File: src/source/muscle_ctrl_pkg.sv
// step sequencing definitions for the muscle update controller
package muscle_ctrl_pkg;

    // one state per datapath stage, each held for a single cycle
    //   ST_IDLE   waiting for a step strobe
    //   ST_TWITCH twitch filter updates h
    //   ST_WEIGHT length weight updates A
    //   ST_FORCE  integrator updates T
    //   ST_DONE   result valid, done pulse
    typedef enum logic [2:0] {
        ST_IDLE,
        ST_TWITCH,
        ST_WEIGHT,
        ST_FORCE,
        ST_DONE
    } step_state_t;

endpackage

File: src/source/muscle_step_ctrl.sv
// sequences one muscle update step over the three datapath stages
module muscle_step_ctrl (
    input  logic clk,
    input  logic reset,
    input  logic step_i,
    output logic sample_en_o,
    output logic twitch_en_o,
    output logic weight_en_o,
    output logic force_en_o,
    output logic busy_o,
    output logic done_o
);

    muscle_ctrl_pkg::step_state_t state;
    muscle_ctrl_pkg::step_state_t state_next;

    //////////////////////////////////////////////////////////////////////
    // next state
    //////////////////////////////////////////////////////////////////////
    always_comb begin
        state_next = state;
        case (state)
            // a strobe outside idle never reaches here, so it is dropped
            muscle_ctrl_pkg::ST_IDLE: begin
                if (step_i) begin
                    state_next = muscle_ctrl_pkg::ST_TWITCH;
                end
            end
            muscle_ctrl_pkg::ST_TWITCH: state_next = muscle_ctrl_pkg::ST_WEIGHT;
            muscle_ctrl_pkg::ST_WEIGHT: state_next = muscle_ctrl_pkg::ST_FORCE;
            muscle_ctrl_pkg::ST_FORCE:  state_next = muscle_ctrl_pkg::ST_DONE;
            muscle_ctrl_pkg::ST_DONE:   state_next = muscle_ctrl_pkg::ST_IDLE;
            default:                    state_next = muscle_ctrl_pkg::ST_IDLE;
        endcase
    end

    // state register
    always_ff @(posedge clk or posedge reset) begin
        if (reset) begin
            state <= muscle_ctrl_pkg::ST_IDLE;
        end else begin
            state <= state_next;
        end
    end

    //////////////////////////////////////////////////////////////////////
    // strobe and status decode
    //////////////////////////////////////////////////////////////////////
    // inputs are captured on the accepting edge itself
    assign sample_en_o = step_i && (state == muscle_ctrl_pkg::ST_IDLE);

    // one stage enable per state
    assign twitch_en_o = (state == muscle_ctrl_pkg::ST_TWITCH);
    assign weight_en_o = (state == muscle_ctrl_pkg::ST_WEIGHT);
    assign force_en_o  = (state == muscle_ctrl_pkg::ST_FORCE);

    // status
    assign done_o = (state == muscle_ctrl_pkg::ST_DONE);
    assign busy_o = (state != muscle_ctrl_pkg::ST_IDLE);

endmodule

File: config.mk
export PLATFORM = sky130hd
export DESIGN_NAME = muscle_step_ctrl
export DESIGN_NICKNAME = d
export VERILOG_FILES = /design/src/source/muscle_ctrl_pkg.sv /design/src/source/muscle_step_ctrl.sv
export SDC_FILE = /design/constraint.sdc
export NUM_CORES = 1
export LEC_CHECK = 0
export BUFFER_PORTS_ARGS = -buffer_cell sky130_fd_sc_hd__buf_2
export CORE_AREA = 3 3 40 42
export DETAILED_ROUTE_END_ITERATION = 12
export DIE_AREA = 0 0 43 45
export SYNTH_ARGS = -nofsm -noshare
export SYNTH_HDL_FRONTEND = slang
export SYNTH_SLANG_ARGS = --single-unit
File: constraint.sdc
create_clock -name clk -period 0.88 [get_ports clk]
set_input_delay 0.044 -clock clk [delete_from_list [all_inputs] [get_ports clk]]
set_output_delay 0.044 -clock clk [all_outputs]
set_load 0.02 [all_outputs]
==> impl_metrics.ini <==
[status]
status = finished with violations
violations = setup timing

[clocking]
cts_buffers = 3
clock-sinks = 3
clk_root_buffer_cell = clkbuf_4
cts_tree = done
clk-insertion-delay-late_ps = 230
cts_buffer_depth = 2
clk_pin_slew_ps = 40
cts_max_level = 1

[worst_setup_path]
cp_data_arrival_time_ps = 1210
cp.buffers_inverters = 1
crit_type = reg -> out
path_delay_family = simple AND/OR/NAND/NOR gates
crit_slowest_cell = or3_4
reg2reg_from = state[1]
cp-end-kind = output port
rr_worst_depth = 2
cp.required_ps = 840
cp_max_fo = 2
critPathMaxStageDelay_ps = 400
crit_end = sample_en_o
startpoint = state[2]
worst-path-stages = 3
r2r-end = state[2]
worstPathCellList = or3_4 > nor2_4 > buf_6
rrSetupSlack_ps = 50
start_kind = register

[timing]
rsz0062_at_grt = yes
worst_pin_slew_ps = 150
finalHoldViolCount = 0
whs_ps = 82.7
slew_viol_final = 0
worst_slew_margin_rel = 0.899
period_needed_ps = 1250
skew_ps = 1.84
fin_crit_sh = 1.42
finalSetupViolCount = 6
clock.fmax_mhz = 800
worst_slack_ps = -370

[synth]
synthCells = 17
ys_warn_count = 0
netlist_area_um2 = 169
synth.avg_cell_area_um2 = 9.94
synth-seq-area-share = 0.444
synth_cell_types = 10
synth_seq_cells = 3
syn_nets = 20

[cells_and_area]
drive_gt1_frac = 0.656
reg_top3 = state (3)
largest-register = state
diodes = 0
largest_register_ffs = 3
nFillCells = 143
ff_latch_area_um2 = 75.1
multiInputGateArea_um2 = 101
syn_to_final_growth_pct = 94.8
final_nets = 36

[grt]
grt_pass1_vias = 175
grt_pass1_wl_um = 717
grt_usage = 0.0593
antenna_found_initial = 0
grt_overflow_total = 0
grt_max_degree = 8

[floorplan]
start_util = 0.131
fp.coreArea_um2 = 1280
die_h_um = 45
rows = 13
dieWidth_um = 43
dieArea_um2 = 1940
num_io_pins = 9

[route]
totalWireLength_um = 414
wl_per_cell_um = 8.81
dr.first_iter.drc_count = 0
vias_per_cell = 3.72
drc = 0
drtPass1Iterations = 1
num_vias = 175
ant_nets = 0

[power]
leakage_nw = 0.160
powerDensity_nw_per_um2 = 4170
vdd_ir_drop_max_mv = 1.25

[placed_design]
io_buffers = 8
dp_slack_ps = -160
place_congestion = 0.632

[run]
cap_violations = 0

[hold_path]
worstHoldStart = step_i
hp-class = in -> reg
==> synth_stat cells <==
library cell / instances / area share
dfrtp_1: 3 / 0.44
nor3b_1: 3 / 0.13
and3b_2: 2 / 0.12
inv_1: 2 / 0.044
nor2_1: 2 / 0.044
clkbuf_2: 1 / 0.030
nor2_2: 1 / 0.037
nor3_1: 1 / 0.030
or3_4: 1 / 0.067
xnor2_1: 1 / 0.052
==> worst min path at each step <==
stage	end	depth (start not counted)
global placement	state[0]	2
CTS	state[0]	3
global route	state[0]	3
detailed placement	state[0]	2
finish	state[0]	3
floorplan	state[0]	1
==> cell type report <==
type / count / share of cell area
multi-input combinational: 11 / 0.308
timing repair buffer: 12 / 0.304
sequential: 3 / 0.228
clock buffer: 4 / 0.0798
tap: 15 / 0.0570
inverter: 2 / 0.0228
==> per-layer routing <==
layer / part of all wire / GRT usage
met5: 0 / 0
met4: 0.065 / 0.108
met3: 0.085 / 0.0239
met2: 0.42 / 0.0629
met1: 0.43 / 0.0633
==> worst register-to-register path: cells and delay by family (launching register included) <==
| family | cells | cell delay (ps) |
|---|---|---|
| buf+inv | 1 | 140 |
| flops | 1 | 380 |
| simple gates | 1 | 200 |
==> logic make-up (layout without fill, tap and decap cells) <==
| family | after synthesis | in the layout | synth area share |
|---|---|---|---|
| flops | 3 | 3 | 0.444 |
| buf+inv | 3 | 18 | 0.0741 |
| xor+xnor | 1 | 1 | 0.0519 |
| simple gates | 10 | 10 | 0.430 |
==> stage by stage <==
stage	power [W]	area (um^2)	cells	setup TNS, ps	utilization
2_1_floorplan	0.000742	179	17	-656	-
3_3_place_gp	0.000973	255	42	-349	0.199
3_5_place_dp	0.000985	255	42	-414	0.199
4_1_cts	0.00137	322	47	-1780	0.250
5_1_grt	0.00148	329	47	-2080	0.256
6_report	0.00137	329	47	-1710	0.256
==> layout by cell type (no fill, tap or decap) <==
| master | count |
|---|---|
| inv_1 | 2 |
| nor2_4 | 1 |
| buf_6 | 4 |
| nor3_1 | 1 |
| clkbuf_4 | 3 |
| dlygate4sd3_1 | 1 |
| clkbuf_1 | 1 |
| xnor2_1 | 1 |
| dfrtp_1 | 3 |
| and3b_2 | 2 |
| or3_4 | 1 |
| buf_4 | 4 |
| nor3b_2 | 3 |
| buf_2 | 3 |
| nor2_1 | 2 |
==> power breakdown <==
group,internal (W),switching (W),leakage (nW)
Sequential,0.000206,0.0000397,0.0378
Combinational,0.000451,0.000433,0.108
Clock,0.000170,0.0000715,0.0150
Total,0.000827,0.000544,0.160
==> timing repair <==
item / CTS / global route
gates resized for setup: 9 / 3
pin swaps: 2 / 1
buffers inserted: 0 / 1
endpoints found under the setup margin: 6 / 6
hold buffers: 1 / 0
endpoints found under the hold margin: 3 / 0
Note: power is estimated with default switching activity, not from simulation.
