### config.mk
export PLATFORM = sky130hd
export DESIGN_NAME = force_integrator
export DESIGN_NICKNAME = d
export VERILOG_FILES = /design/src/source/muscle_fixed_pkg.sv /design/src/source/force_integrator.sv
export SDC_FILE = /design/constraint.sdc
export NUM_CORES = 2
export LEC_CHECK = 0
export BUFFER_PORTS_ARGS = -buffer_cell sky130_fd_sc_hd__buf_2
export CORE_ASPECT_RATIO = 0.5
export CORE_MARGIN = 10
export CORE_UTILIZATION = 65
export CTS_CLUSTER_DIAMETER = 30
export DETAILED_ROUTE_END_ITERATION = 6
export PLACE_DENSITY = 0.84
export SLEW_MARGIN = 20
export SYNTH_ARGS = -nofsm -noshare
export SYNTH_HDL_FRONTEND = slang
export SYNTH_SLANG_ARGS = --single-unit
### constraint.sdc
create_clock -name clk -period 12.74 [get_ports clk]
set_input_delay 0 -clock clk [delete_from_list [all_inputs] [get_ports clk]]
set_output_delay 0 -clock clk [all_outputs]
set_load 0.005 [all_outputs]
### src/source/muscle_fixed_pkg.sv
// signed fixed-point format shared by every datapath stage
package muscle_fixed_pkg;

    // word width and binary point position, Q16.16
    localparam int WIDTH     = 32;
    localparam int FRAC_BITS = 16;

    typedef logic signed [WIDTH-1:0] fixed_t;

    //////////////////////////////////////////////////////////////////////
    // constants for the length weight and the force derivative
    //////////////////////////////////////////////////////////////////////
    localparam fixed_t FX_HALF  = 32'sh0000_8000;
    localparam fixed_t FX_ONE   = 32'sh0001_0000;
    localparam fixed_t FX_TWO   = 32'sh0002_0000;
    localparam fixed_t FX_THREE = 32'sh0003_0000;
    localparam fixed_t FX_FOUR  = 32'sh0004_0000;
    localparam fixed_t FX_EIGHT = 32'sh0008_0000;

    // full-width product, then drop the extra fraction bits
    // arithmetic shift means rounding toward minus infinity
    function automatic fixed_t fx_mul(input fixed_t a, input fixed_t b);
        logic signed [2*WIDTH-1:0] prod;
        prod = a * b;
        return fixed_t'(prod >>> FRAC_BITS);
    endfunction

    // integer spike count to fixed point, upper bits fall off
    function automatic fixed_t fx_from_count(input logic [WIDTH-1:0] cnt);
        logic [WIDTH-1:0] shifted;
        shifted = cnt << FRAC_BITS;
        return fixed_t'(shifted);
    endfunction

endpackage

### src/source/force_integrator.sv
// total muscle force, forward Euler on
//   dT = k_len*(x - 1) + k_vel*v - k_decay*T + k_act*A
// time step is 2^-DT_SHIFT
module force_integrator #(
    parameter muscle_fixed_pkg::fixed_t K_LEN    = 32'sd13369344,
    parameter muscle_fixed_pkg::fixed_t K_VEL    = 32'sd8912896,
    parameter muscle_fixed_pkg::fixed_t K_DECAY  = 32'sd276562,
    parameter muscle_fixed_pkg::fixed_t K_ACT    = 32'sd178258,
    parameter int                       DT_SHIFT = 10
) (
    input  logic                     clk,
    input  logic                     reset,
    input  logic                     sample_en_i,
    input  logic                     force_en_i,
    input  muscle_fixed_pkg::fixed_t pos_i,
    input  muscle_fixed_pkg::fixed_t vel_i,
    input  muscle_fixed_pkg::fixed_t active_i,
    output muscle_fixed_pkg::fixed_t force_o
);

    muscle_fixed_pkg::fixed_t pos_q;
    muscle_fixed_pkg::fixed_t vel_q;
    muscle_fixed_pkg::fixed_t force_q;
    // stretch relative to rest length 1.0
    muscle_fixed_pkg::fixed_t stretch;
    muscle_fixed_pkg::fixed_t d_force;
    muscle_fixed_pkg::fixed_t d_force_scaled;

    // length and velocity held for the whole step
    always_ff @(posedge clk or posedge reset) begin
        if (reset) begin
            pos_q <= '0;
            vel_q <= '0;
        end else if (sample_en_i) begin
            pos_q <= pos_i;
            vel_q <= vel_i;
        end
    end

    //////////////////////////////////////////////////////////////////////
    // force derivative
    //////////////////////////////////////////////////////////////////////
    assign stretch = pos_q - muscle_fixed_pkg::FX_ONE;

    // passive spring + damping - decay + active drive
    assign d_force = muscle_fixed_pkg::fx_mul(K_LEN, stretch)
                   + muscle_fixed_pkg::fx_mul(K_VEL, vel_q)
                   - muscle_fixed_pkg::fx_mul(K_DECAY, force_q)
                   + muscle_fixed_pkg::fx_mul(K_ACT, active_i);

    // multiply by dt, arithmetic so negative slopes keep their sign
    assign d_force_scaled = d_force >>> DT_SHIFT;

    // integrator
    always_ff @(posedge clk or posedge reset) begin
        if (reset) begin
            force_q <= '0;
        end else if (force_en_i) begin
            force_q <= force_q + d_force_scaled;
        end
    end

    assign force_o = force_q;

endmodule

==> impl_metrics.ini <==
[synthesis]
synth_compound_area_share_pct = 8.93
synth_xor_area_share_pct = 5.41
synthCells = 2964
synth_fp_nets = 4128
synth_top_area_share_pct = 30.8
avgSynthCellArea_um2 = 9.55
seq_area_frac_synth_pct = 8.05
synthAdderAreaFrac_pct = 58.6
yosys.area.top_type = fa_1
synth_edf_count = 0
synth_flop_cell = dfrtp_1
synthArstFlopShare_pct = 100
ys_seq_elements = 91
yosysUniqueCellTypes = 72
yosysWarnings = 0
synthSimpleGateAreaFrac_pct = 5.99
syn_area_mm2 = 0.0283
synth.area.mux_share_pct = 1.74
synthTopCellsByArea = fa_1, ha_1, inv_1
synth_top_family_by_area = adder cells

[sta]
tightest_slew_ns = 0.976
period_minus_slack_ns = 12.12
fin_crit_sh_pct = 95.1
fin_setup_tns_ns = 0
setup_viol = 0
worst_clock_skew_ns = 0.0118
timing.final.max_slew_violations = 0
hold_viol = 0
relSlewSlack_pct = 34.9
fmax_mhz = 82.5
rsz0062_at_grt = false

[floorplanning]
row_count = 53
dieArea_mm2 = 0.0528
ioPinCount = 132
initial_core_util_pct = 66.6
fp.dieW_um = 315
coreArea_mm2 = 0.0425
die_y_um = 168

[global_routing]
grt_usage_pct = 26.9
first_global_vias = 22900
antenna_found_initial = 4
grt_max_degree = 77
grt.overflow.total = 0
grt_pass1_wl_mm = 115

[critical_path]
crit_fanout = 7
cp.required_ns = 13.00
cp-end-kind = register
slowest_delay_ns = 0.58
cp_data_arrival_time_ns = 12.37
startpoint_type = register
path_class = register to register
critPathSlowestCell = fa_1

[clock_tree]
cts_sinks = 91
cts.htree.levels = 3
clk_latency_ns = 0.38
cts_max_path_buffers = 2
path_clk_slew_ns = 0.08
numCtsBuffers = 9
cts-root-buf = clkbuf_16
cts_tree = built

[placement]
placedCellCount = 3655
hpwl_mm = 58.1
gp_congestion = 0.936
postPlaceCellArea_mm2 = 0.0296
portBuffers = 126

[final_layout]
final.fill_count = 2815
seq_area_mm2 = 0.00228
multi_input_area_mm2 = 0.0228
nets = 4314
area_growth_pct = 7.98
final_area_mm2 = 0.0306
layout-drive-gt1-share_pct = 7.00
finalNonFillerCells = 3736

[run]
maxCapViolCount = 0

[outcome]
status = complete, no violations

[detailed_routing]
drc = 0
drt_first_iter_violations = 1607
viasPerCell = 5.63
wirelength_mm = 69.2
ant_nets = 0
wl_per_cell_um = 18.5
firstDrtPassIters = 6
vias = 21000

[hold_path]
hold_path_class = input port to asynchronous set/reset pin
[flip-flops by register name (all words and copies together) (netlist names)]
name	count
force_o	32
pos_q	30
vel_q	29
[final timing paths]
check	start	endpoint	slack, ns	cells past startpoint
max	force_o[7]	force_o[31]	0.62	52
min	reset	force_o[29]	0.17	3
max reg2reg	force_o[7]	force_o[31]	0.62	52
min reg2reg	vel_q[27]	vel_q[27]	0.53	1
max in group asynchronous	reset	vel_q[7]	11.42	4
min in group clk	force_en_i	force_o[28]	0.29	3
[routing by layer]
metal  part of all wire (%)  track usage (%)
met5                      0                0
met4                    3.5             9.03
met1                     42             35.3
met3                    7.5             4.85
met2                     47             44.4
[cells in the mapped netlist (all sizes together), types with 3 or more instances]
cell type  number
a21o           51
clkbuf         12
buf             4
dfrtp          91
a21oi         106
a31oi          11
mux2           42
o21ai         118
a211oi          9
nor2           94
nand3          31
a2111oi         4
nand4          14
o31a            3
a31o            3
nand2          82
fa            435
or3            10
and3           14
o22ai           3
o21a           25
xnor2         113
nor4            4
a21boi         11
xor2           59
nor3           23
o31ai           6
o21bai          9
nand2b         29
or2             5
nor2b          30
o211ai          9
and2            5
inv           837
o41ai           3
nand3b          5
a41oi           4
ha            629
[area by class of cell]
type | instances | share of cell area (%)
antenna | 4 | 0.0328
clock buffer | 9 | 0.737
clock inverter | 7 | 0.213
inverter | 837 | 10.3
multi-input combinational | 2020 | 74.7
sequential | 91 | 7.48
tap | 577 | 2.36
timing repair buffer | 191 | 4.15
[repair_timing]
item                                   CTS  global route
setup buffers                            0             1
endpoints found under the hold margin   91             0
gates resized for setup                  0             9
hold buffers                            60             0
setup endpoints to repair                0             3
[metrics by stage]
step | worst slack (ns) | hold WS, ns | util, %
2_1_floorplan | 2.08 | 0.121 | -
3_3_place_gp | 0.892 | 0.0284 | 69.7
3_5_place_dp | 0.676 | 0.0351 | 69.7
4_1_cts | 0.510 | 0.191 | 71.8
5_1_grt | 0.000351 | 0.207 | 71.9
6_report | 0.621 | 0.169 | 71.9
[worst max-delay path, delay by kind of cell, from the launching register on]
kind            cells  cell delay, ns
fa+ha+maj          11            4.69
compound gates     18            3.77
simple gates       13            1.61
xor+xnor            4            1.02
flops               1            0.47
buf+inv             6            0.41
[cells by family after synthesis]
family	count (synthesis)
adders and majority gates	1064
buffers and inverters	853
AOI/OAI and AO/OA	389
and+or+nand+nor	350
xor gates and xnor gates	173
DFF	91
muxes	44
[layout by cell type (no fill, tap or decap), types with 10 or more instances in the layout]
cell type and n:
buf_2 126, mux2_2 42, fa_1 435, nor2b_1 30, nand3_1 31, xnor2_1 113
nand2_1 82, dlygate4sd3_1 60, nor2_1 94, o21a_1 25, dfrtp_1 85, a21oi_1 104
xor2_1 59, nand4_1 14, and3_1 14, or3_1 10, inv_1 836, nor3_1 23
ha_1 629, a21o_1 50, o21ai_0 114, nand2b_1 29
Power is left out: the tool's default activity adds up to more than one toggle a clock period on the data nets, which glitch-free logic cannot reach.
