### src/source/muscle_fixed_pkg.sv
// signed fixed-point format shared by every datapath stage
package muscle_fixed_pkg;

    // word width and binary point position, Q16.16
    localparam int WIDTH     = 32;
    localparam int FRAC_BITS = 16;

    typedef logic signed [WIDTH-1:0] fixed_t;

    //////////////////////////////////////////////////////////////////////
    // constants for the length weight and the force derivative
    //////////////////////////////////////////////////////////////////////
    localparam fixed_t FX_HALF  = 32'sh0000_8000;
    localparam fixed_t FX_ONE   = 32'sh0001_0000;
    localparam fixed_t FX_TWO   = 32'sh0002_0000;
    localparam fixed_t FX_THREE = 32'sh0003_0000;
    localparam fixed_t FX_FOUR  = 32'sh0004_0000;
    localparam fixed_t FX_EIGHT = 32'sh0008_0000;

    // full-width product, then drop the extra fraction bits
    // arithmetic shift means rounding toward minus infinity
    function automatic fixed_t fx_mul(input fixed_t a, input fixed_t b);
        logic signed [2*WIDTH-1:0] prod;
        prod = a * b;
        return fixed_t'(prod >>> FRAC_BITS);
    endfunction

    // integer spike count to fixed point, upper bits fall off
    function automatic fixed_t fx_from_count(input logic [WIDTH-1:0] cnt);
        logic [WIDTH-1:0] shifted;
        shifted = cnt << FRAC_BITS;
        return fixed_t'(shifted);
    endfunction

endpackage

### src/source/twitch_filter.sv
// second-order twitch response, h[n] = b1*x[n-1] - a1*h[n-1] - a2*h[n-2]
// poles sit at z = a, both coefficients derived from a = 0.9
module twitch_filter #(
    parameter muscle_fixed_pkg::fixed_t COEF_B1 = 32'sd4096,
    parameter muscle_fixed_pkg::fixed_t COEF_A1 = -32'sd117965,
    parameter muscle_fixed_pkg::fixed_t COEF_A2 = 32'sd53084
) (
    input  logic                                  clk,
    input  logic                                  reset,
    input  logic                                  sample_en_i,
    input  logic                                  twitch_en_i,
    input  logic [muscle_fixed_pkg::WIDTH-1:0]    spike_cnt_i,
    output muscle_fixed_pkg::fixed_t              twitch_o
);

    // newest sample, waiting for the next twitch update
    muscle_fixed_pkg::fixed_t x_new;
    // sample used by the current update, one step old
    muscle_fixed_pkg::fixed_t x_prev;
    // output history
    muscle_fixed_pkg::fixed_t h1;
    muscle_fixed_pkg::fixed_t h2;
    muscle_fixed_pkg::fixed_t h_new;

    //////////////////////////////////////////////////////////////////////
    // difference equation
    //////////////////////////////////////////////////////////////////////
    // feedback terms subtract, so a negative a1 gives positive gain on h1
    assign h_new = muscle_fixed_pkg::fx_mul(COEF_B1, x_prev)
                 - muscle_fixed_pkg::fx_mul(COEF_A1, h1)
                 - muscle_fixed_pkg::fx_mul(COEF_A2, h2);

    // input capture on the accepting edge
    always_ff @(posedge clk or posedge reset) begin
        if (reset) begin
            x_new <= '0;
        end else if (sample_en_i) begin
            x_new <= muscle_fixed_pkg::fx_from_count(spike_cnt_i);
        end
    end

    // history shift, the input lags the output by one step
    always_ff @(posedge clk or posedge reset) begin
        if (reset) begin
            x_prev <= '0;
            h1     <= '0;
            h2     <= '0;
        end else if (twitch_en_i) begin
            h2     <= h1;
            h1     <= h_new;
            x_prev <= x_new;
        end
    end

    assign twitch_o = h1;

endmodule

### config.mk
export PLATFORM = sky130hd
export DESIGN_NAME = twitch_filter
export DESIGN_NICKNAME = d
export VERILOG_FILES = /design/src/source/muscle_fixed_pkg.sv /design/src/source/twitch_filter.sv
export SDC_FILE = /design/constraint.sdc
export NUM_CORES = 2
export LEC_CHECK = 0
export BUFFER_PORTS_ARGS = -buffer_cell sky130_fd_sc_hd__buf_2
export CAP_MARGIN = 20
export CORE_UTILIZATION = 34
export DETAILED_ROUTE_END_ITERATION = 7
export PLACE_DENSITY = 0.56
export SKIP_LAST_GASP = 1
export SLEW_MARGIN = 15
export SYNTH_ARGS = -nofsm -noshare
export SYNTH_HDL_FRONTEND = slang
export SYNTH_SLANG_ARGS = --single-unit
export TNS_END_PERCENT = 1
### constraint.sdc
create_clock -name clk -period 10.4 [get_ports clk]
set_clock_uncertainty 0.15 [all_clocks]
set_input_delay 0.52 -clock clk [delete_from_list [all_inputs] [get_ports clk]]
set_output_delay 0.52 -clock clk [all_outputs]
set_load 0.05 [all_outputs]
==> impl_metrics.ini <==
[run_status]
status = completed

[floorplanning]
dieHeight_um = 270.1
die_area_mm2 = 0.07297
die_w_um = 270.1
core_region_area_mm2 = 0.07064
ioPinCount = 68
row_count = 97
start_util_pct = 34.61

[global_route]
grt.total_usage_pct = 16.45
gr-usage-met2_pct = 27.89
antenna_found_initial = 0
grt_pass1_wl_mm = 93.43
top_usage_layer = met2
grt-ovfl-total = 0
met1_usage_pct = 23.31
grt_start_max_net_pins = 83
use_met3_pct = 1.583
grt_pass1_vias = 17250

[timing]
post-route-period-util_pct = 94.75
tns_ns = 0
timing.fmax_ghz = 0.1015
drv_slew = 0
worst_pin_slew_ns = 0.9095
slew_headroom_pct = 39.37
fin_crit_ns = 9.854
setup_viol_count_final = 0
finalHoldViolations = 0
rsz0062_at_grt = no

[synthesis]
seq_area_frac_synth_pct = 9.828
synth.top_cell.area_share_pct = 36.94
avgSynthCellArea_um2 = 9.715
synth_async_sr_flop_share_pct = 100.0
synth-edff-count = 0
syn-num-nets = 3446
ys_types = 63
syn_area_mm2 = 0.02444
yosys.area.top_type = fa_1
yosys_most_used_dff = dfrtp_1
synth_area_leaders = fa_1, ha_1, inv_1
synth_seq_cells = 96
synth_cells = 2516
yosys_warnings = 0

[detailed_routing]
final_antenna_net_count = 0
drt_iter0_drc = 708
vias_per_cell = 4.474
totalWireLength_mm = 56.75
wl_per_cell_um = 16.11
drcViolationCount = 0
vias = 15760
drt_pass1_iterations = 5

[worst_setup_path]
crit_fanout = 7
crit_slowest_cell = dfrtp_1
path_common_cell = fa_1
crit_path_end_kind = register
path_class = register to register
slowest_delay_ns = 0.59
critical_path_arrival_ns = 10.02
critPathTopFamily = adder cells
crit_buf_inv = 5
cp_data_required_time_ns = 10.56
cp-start-kind = register

[place]
dp_hpwl_mm = 50.55
placed_area_mm2 = 0.02594
io_buffers = 51
gp_routability_congestion = 0.8418

[cts]
path_clk_slew_ns = 0.09
ctsRootBufferMaster = clkbuf_16
cts_htree_levels = 3
cts_tree = yes
insertion_delay_ns = 0.38
cts_setup_buffers = 0
clk_path_buf_depth = 2
postCtsHoldBufs = 0
cts_made_buffers = 9
cts_resized = 0
cts_sinks = 96

[final_layout]
regArea_mm2 = 0.002402
drive_above_1_share_pct = 4.996
nFillCells = 7250
multiInputGateArea_mm2 = 0.01868
postLayoutCellArea_mm2 = 0.02625
n_antenna_cell = 0
syn2layout_area_growth_pct = 7.396
nets = 3507

[min_path]
hp-class = input pin to async pin

[run]
maxCapViolCount = 0
[synthesized netlist by cell type, types with 16 or more instances]
library cell,instances
inv_1,878
fa_1,451
ha_1,443
dfrtp_1,96
nand2_1,85
o21ai_0,75
a21oi_1,71
xnor2_1,67
a21o_1,44
nor2_1,41
xor2_1,34
mux2_2,30
clkbuf_1,16
nor2b_1,16
[worst register-to-register path: cells and delay by family, from the launching register on]
kind / cells / cell delay, ns
adder cells (fa/ha/maj): 9 / 4.01
XOR/XNOR: 2 / 0.50
buffers and inverters: 5 / 0.25
multiplexers: 1 / 0.13
flip-flops: 1 / 0.59
AND/OR/NAND/NOR: 3 / 0.53
AO/OA/AOI/OAI: 15 / 3.63
[layout make-up]
cell class,instances,share of cell area (%)
Clock buffer,9,0.8579
Clock inverter,7,0.3289
Inverter,878,12.56
Multi-Input combinational cell,1524,71.15
Sequential cell,96,9.151
Tap cell,940,4.480
Timing Repair Buffer,68,1.468
[kinds of logic (layout without fill, tap and decap cells)]
group           Yosys count  count (layout)  share of synthesized area, %
buf+inv                 896             962                         13.76
fa+ha+maj               894             894                         59.61
flops                    96              96                         9.828
mux                      41              41                         1.833
simple gates            211             211                         4.116
xor+xnor                102             102                         3.711
compound gates          276             276                         7.141
[through the flow]
stage / cells / setup WS (ns) / util, % / hold WS [ns]
6_report: 3522 / 0.5464 / 37.16 / 0.04974
4_1_cts: 3522 / 0.6244 / 37.16 / 0.05127
5_1_grt: 3522 / 0.07557 / 37.16 / 0.07314
3_5_place_dp: 3506 / 0.6619 / 36.72 / 0.3231
2_1_floorplan: 2516 / 1.234 / - / 0.2992
3_3_place_gp: 3506 / 0.6999 / 36.72 / 0.3159
[metal layers]
metal | vias to the layer above | share of wire (%) | routed length, um
met2 | 189 | 47 | 26950
met3 | 26 | 2.6 | 1502
li1 | 7723 | - | -
met5 | - | 0 | 0
met4 | 0 | 0.68 | 384
met1 | 7820 | 49 | 27910
[registers in the layout (all words and copies together) (netlist names)]
| name | flops |
|---|---|
| x_prev | 16 |
| twitch_o | 32 |
| h2 | 32 |
| x_new | 16 |
[path summary, 6_finish.rpt]
path                                  from            to  slack, ns  depth (start not counted)
setup / recovery                    h2[14]  twitch_o[31]       0.55                         35
hold / removal                       reset         h2[4]       0.05                          2
setup reg to reg                    h2[14]  twitch_o[31]       0.55                         35
hold reg to reg                  x_new[29]    x_prev[29]       0.34                          2
max in group asynchronous            reset        h2[15]       8.73                          3
min in group clk           spike_cnt_i[10]     x_new[26]       0.21                          2
[cell usage in the layout (no fill, tap or decap), drive strengths merged, types with 3 or more instances in the layout]
cell / Yosys / layout
a211o: 3 / 3
a211oi: 6 / 6
a21boi: 3 / 3
a21o: 45 / 45
a21oi: 72 / 72
a221oi: 7 / 7
a31oi: 12 / 12
and2: 5 / 5
and3: 9 / 9
and4: 4 / 4
buf: 2 / 68
clkbuf: 16 / 9
clkinv: 0 / 5
dfrtp: 96 / 96
fa: 451 / 451
ha: 443 / 443
inv: 878 / 880
mux2: 30 / 30
mux2i: 11 / 11
nand2: 85 / 85
nand2b: 8 / 8
nand3: 12 / 12
nand4: 14 / 14
nor2: 41 / 41
nor2b: 16 / 16
nor3: 6 / 6
o21a: 7 / 7
o21ai: 88 / 88
o21bai: 14 / 14
o31ai: 3 / 3
or3: 3 / 3
xnor2: 67 / 67
xor2: 34 / 34
Power is not shown: default switching activity piles up to over one toggle a cycle in this logic, so the estimate is an artifact.
