--- config.mk ---
export PLATFORM = sky130hd
export DESIGN_NAME = length_weight
export DESIGN_NICKNAME = d
export VERILOG_FILES = /design/src/source/muscle_fixed_pkg.sv /design/src/source/length_weight.sv
export SDC_FILE = /design/constraint.sdc
export NUM_CORES = 2
export LEC_CHECK = 0
export BUFFER_PORTS_ARGS = -buffer_cell sky130_fd_sc_hd__clkbuf_2
export CAP_MARGIN = 15
export CORE_ASPECT_RATIO = 0.8
export CORE_MARGIN = 2
export CORE_UTILIZATION = 40
export DETAILED_ROUTE_END_ITERATION = 10
export GPL_TIMING_DRIVEN = 0
export PLACE_DENSITY_LB_ADDON = 0.3
export SLEW_MARGIN = 20
export SYNTH_ARGS = -nofsm -noshare
export SYNTH_HDL_FRONTEND = slang
export SYNTH_SLANG_ARGS = --single-unit
export TNS_END_PERCENT = 50
--- constraint.sdc ---
create_clock -name clk -period 16.29 [get_ports clk]
set_input_delay 3.258 -clock clk [delete_from_list [all_inputs] [get_ports clk]]
set_output_delay 3.258 -clock clk [all_outputs]
set_load 0.1 [all_outputs]
--- src/source/muscle_fixed_pkg.sv ---
// signed fixed-point format shared by every datapath stage
package muscle_fixed_pkg;

    // word width and binary point position, Q16.16
    localparam int WIDTH     = 32;
    localparam int FRAC_BITS = 16;

    typedef logic signed [WIDTH-1:0] fixed_t;

    //////////////////////////////////////////////////////////////////////
    // constants for the length weight and the force derivative
    //////////////////////////////////////////////////////////////////////
    localparam fixed_t FX_HALF  = 32'sh0000_8000;
    localparam fixed_t FX_ONE   = 32'sh0001_0000;
    localparam fixed_t FX_TWO   = 32'sh0002_0000;
    localparam fixed_t FX_THREE = 32'sh0003_0000;
    localparam fixed_t FX_FOUR  = 32'sh0004_0000;
    localparam fixed_t FX_EIGHT = 32'sh0008_0000;

    // full-width product, then drop the extra fraction bits
    // arithmetic shift means rounding toward minus infinity
    function automatic fixed_t fx_mul(input fixed_t a, input fixed_t b);
        logic signed [2*WIDTH-1:0] prod;
        prod = a * b;
        return fixed_t'(prod >>> FRAC_BITS);
    endfunction

    // integer spike count to fixed point, upper bits fall off
    function automatic fixed_t fx_from_count(input logic [WIDTH-1:0] cnt);
        logic [WIDTH-1:0] shifted;
        shifted = cnt << FRAC_BITS;
        return fixed_t'(shifted);
    endfunction

endpackage

--- src/source/length_weight.sv ---
// scales the twitch activation by a piecewise-quadratic weight of length
module length_weight (
    input  logic                     clk,
    input  logic                     reset,
    input  logic                     sample_en_i,
    input  logic                     weight_en_i,
    input  muscle_fixed_pkg::fixed_t pos_i,
    input  muscle_fixed_pkg::fixed_t twitch_i,
    output muscle_fixed_pkg::fixed_t active_o
);

    // length held for the whole step
    muscle_fixed_pkg::fixed_t pos_q;
    muscle_fixed_pkg::fixed_t pos_sq;
    // rising branch -4x^2 + 8x - 3, peaks at 1 for x = 1
    muscle_fixed_pkg::fixed_t w_rise;
    // falling branch -x^2 + 2x, also 1 at x = 1, 0 at x = 2
    muscle_fixed_pkg::fixed_t w_fall;
    muscle_fixed_pkg::fixed_t weight;
    muscle_fixed_pkg::fixed_t active_q;

    always_ff @(posedge clk or posedge reset) begin
        if (reset) begin
            pos_q <= '0;
        end else if (sample_en_i) begin
            pos_q <= pos_i;
        end
    end

    //////////////////////////////////////////////////////////////////////
    // weight curve
    //////////////////////////////////////////////////////////////////////
    // only the square rounds, the integer multiples are exact
    assign pos_sq = muscle_fixed_pkg::fx_mul(pos_q, pos_q);
    assign w_rise = muscle_fixed_pkg::fx_mul(muscle_fixed_pkg::FX_EIGHT, pos_q)
                  - muscle_fixed_pkg::fx_mul(muscle_fixed_pkg::FX_FOUR, pos_sq)
                  - muscle_fixed_pkg::FX_THREE;
    assign w_fall = muscle_fixed_pkg::fx_mul(muscle_fixed_pkg::FX_TWO, pos_q) - pos_sq;

    // region select, signed compare so short or negative lengths give 0
    always_comb begin
        if (pos_q <= muscle_fixed_pkg::FX_HALF) begin
            weight = '0;
        end else if (pos_q <= muscle_fixed_pkg::FX_ONE) begin
            weight = w_rise;
        end else if (pos_q <= muscle_fixed_pkg::FX_TWO) begin
            weight = w_fall;
        end else begin
            weight = '0;
        end
    end

    // weighted activation A
    always_ff @(posedge clk or posedge reset) begin
        if (reset) begin
            active_q <= '0;
        end else if (weight_en_i) begin
            active_q <= muscle_fixed_pkg::fx_mul(weight, twitch_i);
        end
    end

    assign active_o = active_q;

endmodule

==> results.toml <==
[die]
start_util_pct = 40.4
core_um2 = 146000
pin_count = 100
rows = 125
dieWidth_um = 433
dieArea_um2 = 150000
die_y_um = 347

[layout]
multi_input_comb_area_um2 = 52400
layout_commonest_cell = "fa_1"
regArea_um2 = 1650
final_core_util_pct = 46.5
layout.nets = 8665
fillers = 13997
final_cell_mix = "fa_1 (1579), inv_1 (1569), nand2_1 (684)"
final_layout_size_suffix_gt1_share_pct = 14.6
syn2layout_area_growth_pct = 15.1

[routing]
dr.pass1.iters = 6
drtIter0Drc = 4567
drtAntennaViolNets = 0
finalWirelength_um = 218000
vias = 44723
drc = 0
via_per_inst = 5.23
wl_per_cell_um = 25.5

[timing]
fin_crit_sh_pct = 109
clock_skew_ps = 23.7
finalSetupViolCount = 19
fmax_ghz = 0.0563
min_period_ps = 17760
layout_setup_ws_ps = -1470
rsz0062_at_grt = "true"
tightest_slew_ps = 1190
slew_violations = 0
hold_viol = 0
relSlewSlack_pct = 20.3

[worst_setup_path]
regToRegStartpoint = "pos_q[13]"
cp-end-kind = "flop"
max_stage_delay_ps = 650
crit_buf_inv = 12
cp_common_cell = "fa_1"
r2r_cells = 66
critical_path.top_delay_family = "adder cells"
r2r_end = "active_o[31]"
regToRegSetupSlack_ps = -1470
critPathKind = "reg2reg"
cp-startpoint = "pos_q[13]"
crit_fanout = 13
worstPathRequired_ps = 16620
crit_slowest_cell = "fa_1"
cp-start-kind = "flop"
worstPathArrival_ps = 18090

[clock_network]
cts_sinks = 64
cts_buffers = 9
hold_buffers = 0
cts_root_buffer = "clkbuf_16"
cts_tree = "done"
h-tree-depth = 3
cts_buffer_depth = 2
clk_latency_ps = 410
clk_pin_slew_ps = 70

[synthesis]
synth_nets = 8328
ys_async_sr_fraction_pct = 100
synth_cells = 6235
ys_ff_latch = 64
avgSynthCellArea_um2 = 9.45
ys_types = 80
syn-cell-area_um2 = 58900
yosys_warnings = 0
synth_edf_count = 0
synth_ff_type = "dfrtp_1"
ys_seq_area_share_pct = 2.72

[grt]
grt_overflow = 0
track_usage_pct = 29.7
grt_first_pass_wirelength_um = 323000
antenna_found_initial = 14
grt_max_degree = 47
grt_pass1_vias = 48269

[placed_design]
place_hpwl_um = 183000
dp_slack_ps = -5140
place.gp.congestion = 1.02
portBuffers = 94

[run]
drv_cap = 0

[min_path]
min_from = "active_o[15]"
min_path_cells = 2
hold_path_class = "reg2reg"
holdPathEnd = "active_o[15]"

[run_status]
status = "finished, violations left"
violations = "setup timing"
## kinds of logic after synthesis
kind of cell | count (synthesis) | synth area share (%)
DFF | 64 | 2.72
and+or+nand+nor | 1652 | 13.8
muxes | 38 | 0.722
adders and majority gates | 2025 | 63.7
AOI/OAI and AO/OA | 370 | 4.05
xor gates and xnor gates | 189 | 2.88
buffers and inverters | 1897 | 12.1
## metrics by stage
stage                     setup TNS [ps]  cells  hold WS, ps  instance area [um2]
after global routing              -24370   8547          520                67800
after detailed placement         -123380   8300          478                62200
after CTS                          -9410   8468          494                66400
final                             -14940   8554          487                67800
after global placement           -118920   8297          473                62100
after floorplan                        0   6235          560                59200
## routing by layer
metal	vias to the layer above	share of wire (%)	GRT usage, %
li1	18678	-	-
met1	23438	42	42.7
met2	2292	41	41.8
met3	311	13	11.4
met4	4	3.1	7.69
met5	-	0.076	0
## sequential cells by signal (all words and copies together), names as in the netlist
register,count
active_o,32
pos_q,32
## worst reg2reg max path, delay by kind of cell, from the launching register on
family	cells	cell delay, ps
adders and majority gates	20	9260
AOI/OAI and AO/OA	16	3050
and+or+nand+nor	16	2970
buffers and inverters	12	1600
xor gates and xnor gates	2	440
DFF	1	400
## worst max-delay path by stage
stage / depth (start not counted) / slack, ps / end
after CTS: 73 / -1240 / active_o[31]
after detailed placement: 72 / -5140 / active_o[31]
final: 66 / -1470 / active_o[31]
after floorplan: 73 / 0.8 / active_o[31]
after global placement: 72 / -5090 / active_o[31]
after global routing: 72 / -1900 / active_o[31]
## synth_stat cells, types with 5 or more instances
cell / instances / area share, %
a211oi_1: 6 / 0.076
a21o_1: 53 / 0.68
a21oi_1: 122 / 1.0
a31o_2: 5 / 0.074
a31oi_1: 16 / 0.17
and2_1: 531 / 5.6
and3_1: 26 / 0.28
buf_1: 16 / 0.10
clkbuf_1: 256 / 1.6
dfrtp_1: 64 / 2.7
fa_1: 1624 / 55
ha_1: 401 / 8.5
inv_1: 1616 / 10
mux2_2: 36 / 0.69
nand2_1: 697 / 4.4
nand2b_1: 36 / 0.38
nand3_1: 18 / 0.15
nand4_1: 15 / 0.16
nor2_1: 200 / 1.3
nor2b_1: 53 / 0.56
nor3_1: 21 / 0.18
nor4_1: 11 / 0.12
o211ai_1: 6 / 0.076
o21a_1: 8 / 0.10
o21ai_0: 66 / 0.56
o21bai_1: 17 / 0.22
o22ai_1: 7 / 0.074
o31ai_1: 7 / 0.089
or2_2: 12 / 0.13
or3_1: 12 / 0.13
xnor2_1: 136 / 2.0
xor2_1: 50 / 0.74
## final cells by class
| class | count | share of cell area, % |
|---|---|---|
| multi-input cells | 4274 | 77.3 |
| repair buffers | 340 | 3.81 |
| clock inverters | 4 | 0.0793 |
| diodes | 9 | 0.0332 |
| well taps | 1968 | 3.63 |
| inverters | 1620 | 9.05 |
| clock buffers | 12 | 0.378 |
| plain buffers | 263 | 3.30 |
| flip-flops and latches | 64 | 2.43 |
## timing repair
action                     CTS  global route
gates resized for setup    640           248
setup buffers              157            83
pin swaps                  152           124
setup endpoints to repair   32            31
cloned                       1             2
Power is not shown: default switching activity piles up to over one toggle a cycle in this logic, so the estimate is an artifact.
